File: src/logic/field_pkg.sv
// Field package: prime field element type, multiplier transfer structs, modular add/sub/neg
`default_nettype none

package field_pkg;

  localparam int FE_BITS   = 13;
  localparam int P_DEFAULT = 8191;

  typedef logic [FE_BITS-1:0] fe_t;

  // Request toward the shared multiplier
  typedef struct packed {
    fe_t  a;
    fe_t  b;
    logic tag;   // Requester index, stamped by arbiter
  } mul_req_t;

  typedef struct packed {
    fe_t  prod;
    logic tag;
  } mul_rsp_t;

  // Operands are expected below p
  function automatic fe_t fe_add(fe_t a, fe_t b, fe_t p);
    logic [FE_BITS:0] s;
    s = {1'b0, a} + {1'b0, b};
    if (s >= {1'b0, p}) s = s - {1'b0, p};
    return s[FE_BITS-1:0];
  endfunction

  function automatic fe_t fe_neg(fe_t a, fe_t p);
    return (a == '0) ? '0 : p - a;
  endfunction

  function automatic fe_t fe_sub(fe_t a, fe_t b, fe_t p);
    return fe_add(a, fe_neg(b, p), p);
  endfunction

endpackage

`default_nettype wire
File: src/logic/curve_pkg.sv
// Curve package: affine and Jacobian point structs and the input stream beat
`default_nettype none

package curve_pkg;

  localparam int KEY_BITS_MAX = 16;

  typedef struct packed {
    field_pkg::fe_t x;
    field_pkg::fe_t y;
  } aff_pt_t;

  // Z of zero is the point at infinity
  typedef struct packed {
    field_pkg::fe_t x;
    field_pkg::fe_t y;
    field_pkg::fe_t z;
  } jac_pt_t;

  // One beat of the looping scalar/point stream
  typedef struct packed {
    logic [KEY_BITS_MAX-1:0] scl;   // Only the low KEY_BITS are used
    aff_pt_t                 pt;
  } msm_item_t;

endpackage

`default_nettype wire

File: src/logic/msm_top.sv
// MSM top: core, point adder, point doubler and one shared modular multiplier
`timescale 1ns/1ps
`default_nettype none

module msm_top #(
  parameter int P        = field_pkg::P_DEFAULT,
  parameter int KEY_BITS = 8
) (
  input  logic                 i_clk,
  input  logic                 i_rst,
  input  curve_pkg::msm_item_t i_item,
  input  logic                 i_item_val,
  output logic                 o_item_rdy,
  input  logic [15:0]          i_num_in,
  output curve_pkg::jac_pt_t   o_res,
  output logic                 o_res_val,
  input  logic                 i_res_rdy
);
  import field_pkg::*;
  import curve_pkg::*;

  jac_pt_t  add_acc, add_sum, dbl_pt, dbl_res;
  aff_pt_t  add_pt;
  logic     add_req_val, add_req_rdy, add_rsp_val, add_rsp_dbl;
  logic     dbl_req_val, dbl_req_rdy, dbl_rsp_val;
  mul_req_t add_mul_req, dbl_mul_req, mul_req;
  mul_rsp_t mul_rsp, arb_rsp;
  logic     add_mul_val, add_mul_rdy, add_mul_rsp_val;   // Arbiter port 0
  logic     dbl_mul_val, dbl_mul_rdy, dbl_mul_rsp_val;   // Arbiter port 1
  logic     mul_req_val, mul_rsp_val;

  msm_core #(
    .P        (P),
    .KEY_BITS (KEY_BITS)
  ) u_core (
    .i_clk         (i_clk),
    .i_rst         (i_rst),
    .i_item        (i_item),
    .i_item_val    (i_item_val),
    .o_item_rdy    (o_item_rdy),
    .i_num_in      (i_num_in),
    .o_res         (o_res),
    .o_res_val     (o_res_val),
    .i_res_rdy     (i_res_rdy),
    .o_add_req_val (add_req_val),
    .o_add_acc     (add_acc),
    .o_add_pt      (add_pt),
    .i_add_req_rdy (add_req_rdy),
    .i_add_rsp_val (add_rsp_val),
    .i_add_rsp     (add_sum),
    .i_add_rsp_dbl (add_rsp_dbl),
    .o_dbl_req_val (dbl_req_val),
    .o_dbl_pt      (dbl_pt),
    .i_dbl_req_rdy (dbl_req_rdy),
    .i_dbl_rsp_val (dbl_rsp_val),
    .i_dbl_rsp     (dbl_res)
  );

  ec_pt_add #(
    .P (P)
  ) u_add (
    .i_clk         (i_clk),
    .i_rst         (i_rst),
    .i_acc         (add_acc),
    .i_pt          (add_pt),
    .i_req_val     (add_req_val),
    .o_req_rdy     (add_req_rdy),
    .o_sum         (add_sum),
    .o_sum_val     (add_rsp_val),
    .o_sum_dbl     (add_rsp_dbl),
    .o_mul_req     (add_mul_req),
    .o_mul_req_val (add_mul_val),
    .i_mul_req_rdy (add_mul_rdy),
    .i_mul_rsp     (arb_rsp),
    .i_mul_rsp_val (add_mul_rsp_val)
  );

  ec_pt_dbl #(
    .P (P)
  ) u_dbl (
    .i_clk         (i_clk),
    .i_rst         (i_rst),
    .i_pt          (dbl_pt),
    .i_req_val     (dbl_req_val),
    .o_req_rdy     (dbl_req_rdy),
    .o_pt          (dbl_res),
    .o_pt_val      (dbl_rsp_val),
    .o_mul_req     (dbl_mul_req),
    .o_mul_req_val (dbl_mul_val),
    .i_mul_req_rdy (dbl_mul_rdy),
    .i_mul_rsp     (arb_rsp),
    .i_mul_rsp_val (dbl_mul_rsp_val)
  );

  mul_arbiter u_arb (
    .i_clk         (i_clk),
    .i_rst         (i_rst),
    .i_req0        (add_mul_req),
    .i_req0_val    (add_mul_val),
    .o_req0_rdy    (add_mul_rdy),
    .i_req1        (dbl_mul_req),
    .i_req1_val    (dbl_mul_val),
    .o_req1_rdy    (dbl_mul_rdy),
    .o_mul_req     (mul_req),
    .o_mul_req_val (mul_req_val),
    .i_mul_rsp     (mul_rsp),
    .i_mul_rsp_val (mul_rsp_val),
    .o_rsp0_val    (add_mul_rsp_val),
    .o_rsp1_val    (dbl_mul_rsp_val),
    .o_rsp         (arb_rsp)
  );

  mod_mul_pipe #(
    .P (P)
  ) u_mul (
    .i_clk     (i_clk),
    .i_rst     (i_rst),
    .i_req     (mul_req),
    .i_req_val (mul_req_val),
    .o_rsp     (mul_rsp),
    .o_rsp_val (mul_rsp_val)
  );

endmodule

`default_nettype wire

File: src/logic/msm_core.sv
// MSM core running MSB-first double-and-add over the looping scalar/point stream
`timescale 1ns/1ps
`default_nettype none

module msm_core #(
  parameter int P        = field_pkg::P_DEFAULT,
  parameter int KEY_BITS = 8
) (
  input  logic                 i_clk,
  input  logic                 i_rst,
  input  curve_pkg::msm_item_t i_item,
  input  logic                 i_item_val,
  output logic                 o_item_rdy,
  input  logic [15:0]          i_num_in,
  output curve_pkg::jac_pt_t   o_res,
  output logic                 o_res_val,
  input  logic                 i_res_rdy,
  output logic                 o_add_req_val,
  output curve_pkg::jac_pt_t   o_add_acc,
  output curve_pkg::aff_pt_t   o_add_pt,
  input  logic                 i_add_req_rdy,
  input  logic                 i_add_rsp_val,
  input  curve_pkg::jac_pt_t   i_add_rsp,
  input  logic                 i_add_rsp_dbl,
  output logic                 o_dbl_req_val,
  output curve_pkg::jac_pt_t   o_dbl_pt,
  input  logic                 i_dbl_req_rdy,
  input  logic                 i_dbl_rsp_val,
  input  curve_pkg::jac_pt_t   i_dbl_rsp
);
  import field_pkg::*;
  import curve_pkg::*;

  localparam int               BIT_W   = $clog2(KEY_BITS_MAX);
  localparam fe_t              PF      = fe_t'(P);
  localparam logic [BIT_W-1:0] TOP_BIT = BIT_W'(KEY_BITS - 1);

  typedef enum logic [2:0] {
    S_IDLE, S_ADD, S_ADD_WAIT, S_DBL, S_DBL_WAIT, S_FINISHED
  } state_t;

  state_t           state;
  state_t           item_next;   // Where to go once the current item is done
  jac_pt_t          acc;
  aff_pt_t          pt_in;
  logic [15:0]      num_in;
  logic [15:0]      num_cur;
  logic [15:0]      in_cnt;
  logic [BIT_W-1:0] bit_cnt;
  logic             redo;        // Doubling stands in for an equal-point add
  logic             res_free;
  logic             take;
  logic             last_item;

  assign res_free   = !o_res_val || i_res_rdy;
  assign o_item_rdy = !i_rst && ((state == S_ADD) || (state == S_IDLE && res_free));
  assign take       = o_item_rdy && i_item_val;
  assign num_cur    = (state == S_IDLE) ? i_num_in : num_in;   // Count taken with first item
  assign last_item  = (in_cnt == num_cur - 16'd1);

  // Fold coordinates at or above P back into range
  assign pt_in.x = fe_add(i_item.pt.x, '0, PF);
  assign pt_in.y = fe_add(i_item.pt.y, '0, PF);

  always_comb begin
    item_next = S_ADD;
    if (last_item) item_next = (bit_cnt == '0) ? S_FINISHED : S_DBL;
  end

  always_ff @(posedge i_clk) begin
    if (i_rst) begin
      state         <= S_IDLE;
      acc           <= '0;   // Infinity
      in_cnt        <= '0;
      bit_cnt       <= TOP_BIT;
      redo          <= 1'b0;
      o_res_val     <= 1'b0;
      o_add_req_val <= 1'b0;
      o_dbl_req_val <= 1'b0;
    end else begin
      if (o_res_val && i_res_rdy) o_res_val <= 1'b0;
      if (o_add_req_val && i_add_req_rdy) o_add_req_val <= 1'b0;
      if (o_dbl_req_val && i_dbl_req_rdy) o_dbl_req_val <= 1'b0;

      case (state)
        S_IDLE, S_ADD: begin
          if (take) begin
            if (state == S_IDLE) num_in <= i_num_in;
            if (i_item.scl[bit_cnt]) begin
              o_add_acc     <= acc;
              o_add_pt      <= pt_in;
              o_add_req_val <= 1'b1;
              state         <= S_ADD_WAIT;
            end else begin
              in_cnt <= last_item ? '0 : in_cnt + 16'd1;   // Clear bit consumes the item
              state  <= item_next;
            end
          end
        end
        S_ADD_WAIT: begin
          if (i_add_rsp_val) begin
            if (i_add_rsp_dbl) begin
              o_dbl_pt      <= i_add_rsp;   // Unchanged accumulator
              o_dbl_req_val <= 1'b1;
              redo          <= 1'b1;
              state         <= S_DBL_WAIT;
            end else begin
              acc    <= i_add_rsp;
              in_cnt <= last_item ? '0 : in_cnt + 16'd1;
              state  <= item_next;
            end
          end
        end
        S_DBL: begin
          o_dbl_pt      <= acc;
          o_dbl_req_val <= 1'b1;
          redo          <= 1'b0;
          state         <= S_DBL_WAIT;
        end
        S_DBL_WAIT: begin
          if (i_dbl_rsp_val) begin
            acc <= i_dbl_rsp;
            if (redo) begin
              in_cnt <= last_item ? '0 : in_cnt + 16'd1;
              state  <= item_next;
            end else begin
              bit_cnt <= bit_cnt - 1'b1;   // Next pass works one bit lower
              state   <= S_ADD;
            end
          end
        end
        S_FINISHED: begin
          if (res_free) begin
            o_res     <= acc;
            o_res_val <= 1'b1;
            acc       <= '0;
            in_cnt    <= '0;
            bit_cnt   <= TOP_BIT;
            state     <= S_IDLE;
          end
        end
        default: state <= S_IDLE;
      endcase
    end
  end

endmodule

`default_nettype wire

File: src/logic/ec_pt_dbl.sv
// Point doubler: Jacobian doubling for a = 0 over the shared multiplier
`timescale 1ns/1ps
`default_nettype none

module ec_pt_dbl #(
  parameter int P = field_pkg::P_DEFAULT
) (
  input  logic                i_clk,
  input  logic                i_rst,
  input  curve_pkg::jac_pt_t  i_pt,
  input  logic                i_req_val,
  output logic                o_req_rdy,
  output curve_pkg::jac_pt_t  o_pt,
  output logic                o_pt_val,
  output field_pkg::mul_req_t o_mul_req,
  output logic                o_mul_req_val,
  input  logic                i_mul_req_rdy,
  input  field_pkg::mul_rsp_t i_mul_rsp,
  input  logic                i_mul_rsp_val
);
  import field_pkg::*;
  import curve_pkg::*;

  localparam fe_t PF = fe_t'(P);

  typedef enum logic [1:0] {S_IDLE, S_ISSUE, S_WAIT} state_t;

  state_t     state;
  logic [2:0] step;
  jac_pt_t    pt;
  fe_t        a, b, c, d, e, x3;
  fe_t        mul_out, xb, s, c8;

  assign o_req_rdy     = (state == S_IDLE);
  assign o_mul_req_val = (state == S_ISSUE);
  assign mul_out       = i_mul_rsp.prod;
  assign xb            = fe_add(pt.x, b, PF);
  assign s             = fe_sub(fe_sub(mul_out, a, PF), c, PF);   // (X+B)^2 - A - C
  assign c8            = fe_add(fe_add(fe_add(c, c, PF), fe_add(c, c, PF), PF),
                                fe_add(fe_add(c, c, PF), fe_add(c, c, PF), PF), PF);

  always_comb begin
    o_mul_req.tag = 1'b0;
    case (step)
      3'd0:    begin o_mul_req.a = pt.x; o_mul_req.b = pt.x; end   // A
      3'd1:    begin o_mul_req.a = pt.y; o_mul_req.b = pt.y; end   // B
      3'd2:    begin o_mul_req.a = b;    o_mul_req.b = b;    end   // C
      3'd3:    begin o_mul_req.a = xb;   o_mul_req.b = xb;   end
      3'd4:    begin o_mul_req.a = e;    o_mul_req.b = e;    end   // F = E^2
      3'd5:    begin o_mul_req.a = e;    o_mul_req.b = fe_sub(d, x3, PF); end
      default: begin o_mul_req.a = pt.y; o_mul_req.b = pt.z; end
    endcase
  end

  always_ff @(posedge i_clk) begin
    if (i_rst) begin
      state    <= S_IDLE;
      o_pt_val <= 1'b0;
    end else begin
      o_pt_val <= 1'b0;
      case (state)
        S_IDLE: begin
          if (i_req_val) begin
            pt    <= i_pt;
            step  <= '0;
            state <= S_ISSUE;
          end
        end
        S_ISSUE: if (i_mul_req_rdy) state <= S_WAIT;
        S_WAIT: begin
          if (i_mul_rsp_val) begin
            state <= S_ISSUE;
            step  <= step + 3'd1;
            case (step)
              3'd0: begin
                a <= mul_out;
                e <= fe_add(mul_out, fe_add(mul_out, mul_out, PF), PF);   // E = 3A
              end
              3'd1: b  <= mul_out;
              3'd2: c  <= mul_out;
              3'd3: d  <= fe_add(s, s, PF);
              3'd4: x3 <= fe_sub(mul_out, fe_add(d, d, PF), PF);
              3'd5: o_pt.y <= fe_sub(mul_out, c8, PF);
              default: begin
                // Z3 = 2YZ, stays zero for infinity
                o_pt.x   <= x3;
                o_pt.z   <= fe_add(mul_out, mul_out, PF);
                o_pt_val <= 1'b1;
                state    <= S_IDLE;
              end
            endcase
          end
        end
        default: state <= S_IDLE;
      endcase
    end
  end

endmodule

`default_nettype wire

File: src/logic/ec_pt_add.sv
// Point adder: mixed Jacobian plus affine addition, one shared multiply per step
`timescale 1ns/1ps
`default_nettype none

module ec_pt_add #(
  parameter int P = field_pkg::P_DEFAULT
) (
  input  logic                i_clk,
  input  logic                i_rst,
  input  curve_pkg::jac_pt_t  i_acc,
  input  curve_pkg::aff_pt_t  i_pt,
  input  logic                i_req_val,
  output logic                o_req_rdy,
  output curve_pkg::jac_pt_t  o_sum,
  output logic                o_sum_val,
  output logic                o_sum_dbl,
  output field_pkg::mul_req_t o_mul_req,
  output logic                o_mul_req_val,
  input  logic                i_mul_req_rdy,
  input  field_pkg::mul_rsp_t i_mul_rsp,
  input  logic                i_mul_rsp_val
);
  import field_pkg::*;
  import curve_pkg::*;

  localparam fe_t PF = fe_t'(P);

  typedef enum logic [1:0] {S_IDLE, S_ISSUE, S_WAIT} state_t;

  state_t     state;
  logic [3:0] step;
  jac_pt_t    acc;
  aff_pt_t    pt;
  fe_t        zz, zzz, h, r, hh, hhh, v, x3, t;
  fe_t        mul_out;
  fe_t        r_new;

  assign o_req_rdy     = (state == S_IDLE);
  assign o_mul_req_val = (state == S_ISSUE);
  assign mul_out       = i_mul_rsp.prod;
  assign r_new         = fe_sub(mul_out, acc.y, PF);   // r = S2 - Y1

  // Operands for each product step
  always_comb begin
    o_mul_req.tag = 1'b0;
    case (step)
      4'd0:    begin o_mul_req.a = acc.z; o_mul_req.b = acc.z; end   // Z1^2
      4'd1:    begin o_mul_req.a = pt.x;  o_mul_req.b = zz;    end   // U2
      4'd2:    begin o_mul_req.a = acc.z; o_mul_req.b = zz;    end   // Z1^3
      4'd3:    begin o_mul_req.a = pt.y;  o_mul_req.b = zzz;   end   // S2
      4'd4:    begin o_mul_req.a = h;     o_mul_req.b = h;     end
      4'd5:    begin o_mul_req.a = h;     o_mul_req.b = hh;    end
      4'd6:    begin o_mul_req.a = acc.x; o_mul_req.b = hh;    end   // V = X1*H^2
      4'd7:    begin o_mul_req.a = r;     o_mul_req.b = r;     end
      4'd8:    begin o_mul_req.a = r;     o_mul_req.b = fe_sub(v, x3, PF); end
      4'd9:    begin o_mul_req.a = acc.y; o_mul_req.b = hhh;   end
      default: begin o_mul_req.a = acc.z; o_mul_req.b = h;     end   // Z3
    endcase
  end

  always_ff @(posedge i_clk) begin
    if (i_rst) begin
      state     <= S_IDLE;
      o_sum_val <= 1'b0;
    end else begin
      o_sum_val <= 1'b0;
      case (state)
        S_IDLE: begin
          if (i_req_val) begin
            acc       <= i_acc;
            pt        <= i_pt;
            step      <= '0;
            o_sum_dbl <= 1'b0;
            if (i_acc.z == '0) begin
              // Infinity plus P is just P lifted to Z = 1
              o_sum     <= '{x: i_pt.x, y: i_pt.y, z: fe_t'(1)};
              o_sum_val <= 1'b1;
            end else begin
              state <= S_ISSUE;
            end
          end
        end
        S_ISSUE: if (i_mul_req_rdy) state <= S_WAIT;
        S_WAIT: begin
          if (i_mul_rsp_val) begin
            state <= S_ISSUE;
            step  <= step + 4'd1;
            case (step)
              4'd0: zz  <= mul_out;
              4'd1: h   <= fe_sub(mul_out, acc.x, PF);   // H = U2 - X1
              4'd2: zzz <= mul_out;
              4'd3: begin
                r <= r_new;
                if (h == '0) begin
                  // Same x: equal points go to the doubler, opposite ones cancel
                  state     <= S_IDLE;
                  o_sum_val <= 1'b1;
                  o_sum_dbl <= (r_new == '0);
                  o_sum     <= (r_new == '0) ? acc : '0;
                end
              end
              4'd4: hh  <= mul_out;
              4'd5: hhh <= mul_out;
              4'd6: v   <= mul_out;
              4'd7: x3  <= fe_sub(fe_sub(mul_out, hhh, PF), fe_add(v, v, PF), PF);
              4'd8: t   <= mul_out;
              4'd9: o_sum.y <= fe_sub(t, mul_out, PF);
              default: begin
                o_sum.x   <= x3;
                o_sum.z   <= mul_out;
                o_sum_val <= 1'b1;
                state     <= S_IDLE;
              end
            endcase
          end
        end
        default: state <= S_IDLE;
      endcase
    end
  end

endmodule

`default_nettype wire

File: src/logic/mul_arbiter.sv
// Multiplier arbiter: round-robin grant between two requesters, responses routed back by tag
`timescale 1ns/1ps
`default_nettype none

module mul_arbiter (
  input  logic                i_clk,
  input  logic                i_rst,
  input  field_pkg::mul_req_t i_req0,
  input  logic                i_req0_val,
  output logic                o_req0_rdy,
  input  field_pkg::mul_req_t i_req1,
  input  logic                i_req1_val,
  output logic                o_req1_rdy,
  output field_pkg::mul_req_t o_mul_req,
  output logic                o_mul_req_val,
  input  field_pkg::mul_rsp_t i_mul_rsp,
  input  logic                i_mul_rsp_val,
  output logic                o_rsp0_val,
  output logic                o_rsp1_val,
  output field_pkg::mul_rsp_t o_rsp
);
  import field_pkg::*;

  logic last_gnt;   // High when requester 1 won last
  logic gnt0;
  logic gnt1;

  // Requester 1 wins alone, or on contention when 0 went last
  always_comb begin
    gnt1 = i_req1_val && (!i_req0_val || !last_gnt);
    gnt0 = i_req0_val && !gnt1;
    o_mul_req     = gnt1 ? i_req1 : i_req0;
    o_mul_req.tag = gnt1;
  end

  assign o_req0_rdy    = gnt0;   // Multiplier never stalls
  assign o_req1_rdy    = gnt1;
  assign o_mul_req_val = gnt0 || gnt1;

  always_ff @(posedge i_clk) begin
    if (i_rst) begin
      last_gnt <= 1'b0;
    end else if (gnt0 || gnt1) begin
      last_gnt <= gnt1;
    end
  end

  assign o_rsp      = i_mul_rsp;
  assign o_rsp0_val = i_mul_rsp_val && !i_mul_rsp.tag;
  assign o_rsp1_val = i_mul_rsp_val && i_mul_rsp.tag;

endmodule

`default_nettype wire

File: src/logic/mod_mul_pipe.sv
// Modular multiplier: product, reduction and output in three register stages, tag carried along
`timescale 1ns/1ps
`default_nettype none

module mod_mul_pipe #(
  parameter int P = field_pkg::P_DEFAULT
) (
  input  logic                i_clk,
  input  logic                i_rst,
  input  field_pkg::mul_req_t i_req,
  input  logic                i_req_val,
  output field_pkg::mul_rsp_t o_rsp,
  output logic                o_rsp_val
);
  import field_pkg::*;

  logic [2*FE_BITS-1:0] prod_s1;   // Full product
  fe_t                  red_s2;    // Reduced mod P
  logic [1:0]           tag_s;
  logic [1:0]           val_s;

  always_ff @(posedge i_clk) begin
    prod_s1    <= i_req.a * i_req.b;
    red_s2     <= fe_t'(prod_s1 % P);
    o_rsp.prod <= red_s2;
    tag_s      <= {tag_s[0], i_req.tag};
    o_rsp.tag  <= tag_s[1];
  end

  // Valid shifts alongside the data, no stall
  always_ff @(posedge i_clk) begin
    if (i_rst) begin
      val_s     <= '0;
      o_rsp_val <= 1'b0;
    end else begin
      val_s     <= {val_s[0], i_req_val};
      o_rsp_val <= val_s[1];
    end
  end

endmodule

`default_nettype wire

File: config.mk
export PLATFORM = sky130hd
export DESIGN_NAME = msm_top
export DESIGN_NICKNAME = d
export VERILOG_FILES = /design/src/logic/field_pkg.sv /design/src/logic/curve_pkg.sv /design/src/logic/msm_top.sv /design/src/logic/msm_core.sv /design/src/logic/ec_pt_dbl.sv /design/src/logic/ec_pt_add.sv /design/src/logic/mul_arbiter.sv /design/src/logic/mod_mul_pipe.sv
export SDC_FILE = /design/constraint.sdc
export NUM_CORES = 2
export LEC_CHECK = 0
export BUFFER_PORTS_ARGS = -buffer_cell sky130_fd_sc_hd__buf_2
export CAP_MARGIN = 0
export CORE_AREA = 5 5 269 271
export DETAILED_ROUTE_END_ITERATION = 16
export DIE_AREA = 0 0 274 276
export HOLD_SLACK_MARGIN = 0.08
export PLACE_DENSITY_LB_ADDON = 0.15
export SLEW_MARGIN = 20
export SYNTH_ARGS = -nofsm -noshare
export SYNTH_HDL_FRONTEND = slang
export SYNTH_SLANG_ARGS = --single-unit
File: constraint.sdc
create_clock -name i_clk -period 21.4 [get_ports i_clk]
set_input_delay 2.14 -clock i_clk [delete_from_list [all_inputs] [get_ports i_clk]]
set_output_delay 2.14 -clock i_clk [all_outputs]
set_load 0.03 [all_outputs]
==> results.json <==
{
  "rsz0062_at_grt": "no",
  "dp_hpwl_mm": 108.9,
  "fin_tns_setup_ns": 0,
  "critPathArrivalTime_ns": 15.18,
  "wl_per_cell_um": 24.53,
  "synth_fp_nets": 5334,
  "fin_ws_ns": 6.740,
  "yosys_warnings": 0,
  "worstPathRequired_ns": 21.92,
  "ant_nets": 0,
  "synth_edf_count": 544,
  "worstMarginPinSlew_ns": 1.226,
  "cts_max_level": 3,
  "path_max_fanout": 30,
  "antenna_found_initial": 12,
  "async_flop_share_pct": 0,
  "finalHoldViolations": 0,
  "place_congestion": 1.028,
  "layout_commonest_cell": "edfxtp_1",
  "synth_area_per_cell_um2": 9.775,
  "gr-total-overflow": 0,
  "pin_count": 103,
  "post-place-ws_ns": 7.047,
  "routed_via_density": 6.656,
  "clkLatencyLatePin_ns": 0.66,
  "setup_viol": 0,
  "fin_util_pct": 74.37,
  "die_y_um": 276,
  "period_needed_ns": 14.66,
  "critPathCaptureType": "flop",
  "timing.fmax_mhz": 68.21,
  "num_vias": 39590,
  "final_cell_mix": "544 x edfxtp_1, 470 x nor2_1, 405 x nand2_1",
  "ys.flop_type": "edfxtp_1",
  "port_buffers": 102,
  "fin_nets": 5415,
  "die-area_mm2": 0.07562,
  "clock_sinks": 675,
  "drcViolationCount": 0,
  "start_util_pct": 68.36,
  "finalCritPeriodShare_pct": 68.51,
  "cts-resized-gates": 0,
  "rows": 97,
  "post_cts_buffers": 0,
  "drive_gt1_share_pct": 9.610,
  "syn_area_mm2": 0.04754,
  "cts_buffers": 73,
  "crit_slowest_cell": "dfxtp_1",
  "core_area_mm2": 0.06954,
  "skew_ns": 0.04143,
  "hold_buffers": 0,
  "grt_pass1_vias": 37680,
  "cp-start-kind": "flop",
  "place_inst": 5809,
  "path_class": "flop to flop",
  "initialDrtViolationCount": 4844,
  "routed_wirelength_mm": 145.9,
  "synth-seq-area-share_pct": 39.88,
  "min_path_type": "flop to flop",
  "max-slew-margin-rel_pct": 18.24,
  "grt_max_degree": 80,
  "vdd_drop_max_mv": 0.2755,
  "dr.pass1.iters": 9,
  "powerDensity_mw_per_mm2": 166.9,
  "clock_path_buffers": 3,
  "clk_root_buffer_cell": "clkbuf_16",
  "track_usage_pct": 37.38,
  "slowest_delay_ns": 0.98,
  "leakage_nw": 19.89,
  "cts_tree": "yes",
  "synthCells": 4863,
  "cap_violations": 0,
  "clkTransAtPathRegs_ns": 0.06,
  "holdWs_ns": 0.3184,
  "grt_pass1_wl_mm": 220.6,
  "die_w_um": 274,
  "area_growth_pct": 8.796,
  "ys_types": 125,
  "outcome": "finished, final reports clean",
  "synth_seq_cells": 675,
  "slew_violations": 0,
  "finalNonFillerCells": 5948
}
synth_stat cells (58+ instances only):
cell type	number	area share (%)
a21oi_1	345	3.6
xnor2_1	294	5.4
and2_1	58	0.76
fa_1	134	5.6
clkbuf_1	134	1.1
nand2_1	406	3.2
dfxtp_1	131	5.5
inv_1	361	2.9
nand3_1	143	1.5
nor2_1	476	3.8
mux2_2	63	1.5
a211oi_1	65	1.0
nor2b_1	63	0.83
ha_1	275	7.2
edfxtp_1	544	34
o21bai_1	137	2.2
o21ai_0	102	1.1
nor3_1	90	0.95
xor2_1	89	1.6
kinds of logic (layout without fill, tap and decap cells):
family	after synthesis	after routing	synth area share, %
and+or+nand+nor	1616	1616	16.80
AOI/OAI and AO/OA	1121	1121	16.15
DFF	675	675	39.88
buffers and inverters	540	682	4.385
adders and majority gates	411	411	12.92
xor gates and xnor gates	385	385	7.138
muxes	115	115	2.724
other	0	3	0
sequential cells by signal (all words and copies together) (netlist names), 39 cells and up:
| signal | cells |
|---|---|
| u_add.acc | 39 |
| u_add.o_sum | 39 |
| u_core.acc | 39 |
| u_core.o_add_acc | 39 |
| u_core.o_dbl_pt | 39 |
| u_core.o_res | 39 |
| u_dbl.o_pt | 39 |
| u_dbl.pt | 39 |
report_power, final:
group	internal (mW)	total [mW]	switching (mW)
logic	2.05	5.49	3.44
registers	1.68	1.82	0.142
clock network	0.759	1.32	0.560
final timing paths:
| check | startpoint | to | slack [ns] | depth (start not counted) |
|---|---|---|---|---|
| worst max register to register | u_mul.prod_s1[25] | u_mul.red_s2[1] | 6.74 | 39 |
| worst min-delay path | u_mul.red_s2[9] | u_mul.o_rsp[10] | 0.32 | 0 |
| worst min register to register | u_mul.red_s2[9] | u_mul.o_rsp[10] | 0.32 | 0 |
| worst max-delay path | u_mul.prod_s1[25] | u_mul.red_s2[1] | 6.74 | 39 |
layout make-up:
type,count,area (um^2)
fill,4825,17820
multi-input combinational,3648,26600
clock buffer,93,1962
timing repair buffer,184,1126
antenna,3,7.507
tap,940,1176
inverter,362,1359
sequential,675,18960
clock inverter,43,533.0
per-layer routing:
layer | vias up | GRT usage [%] | routed length, um
met5 | - | 0 | 58
met4 | 8 | 17.69 | 9066
met3 | 510 | 8.671 | 16460
met2 | 2411 | 57.28 | 64320
met1 | 18860 | 50.71 | 56010
li1 | 17800 | - | -
through the flow:
step / area, um^2 / total power, mW
2_1_floorplan: 47540 / 5.859
3_3_place_gp: 49200 / 7.121
3_5_place_dp: 49210 / 7.202
4_1_cts: 51700 / 8.565
5_1_grt: 51710 / 9.229
6_report: 51720 / 8.631
worst max-delay path: cells and delay by family, from the launching register on:
family / cells / cell delay (ns)
muxes: 3 / 0.98
DFF: 1 / 0.98
adders and majority gates: 1 / 0.25
xor gates and xnor gates: 1 / 0.21
and+or+nand+nor: 21 / 7.32
AOI/OAI and AO/OA: 13 / 4.76
No activity file was read; power rests on OpenSTA's default activity.
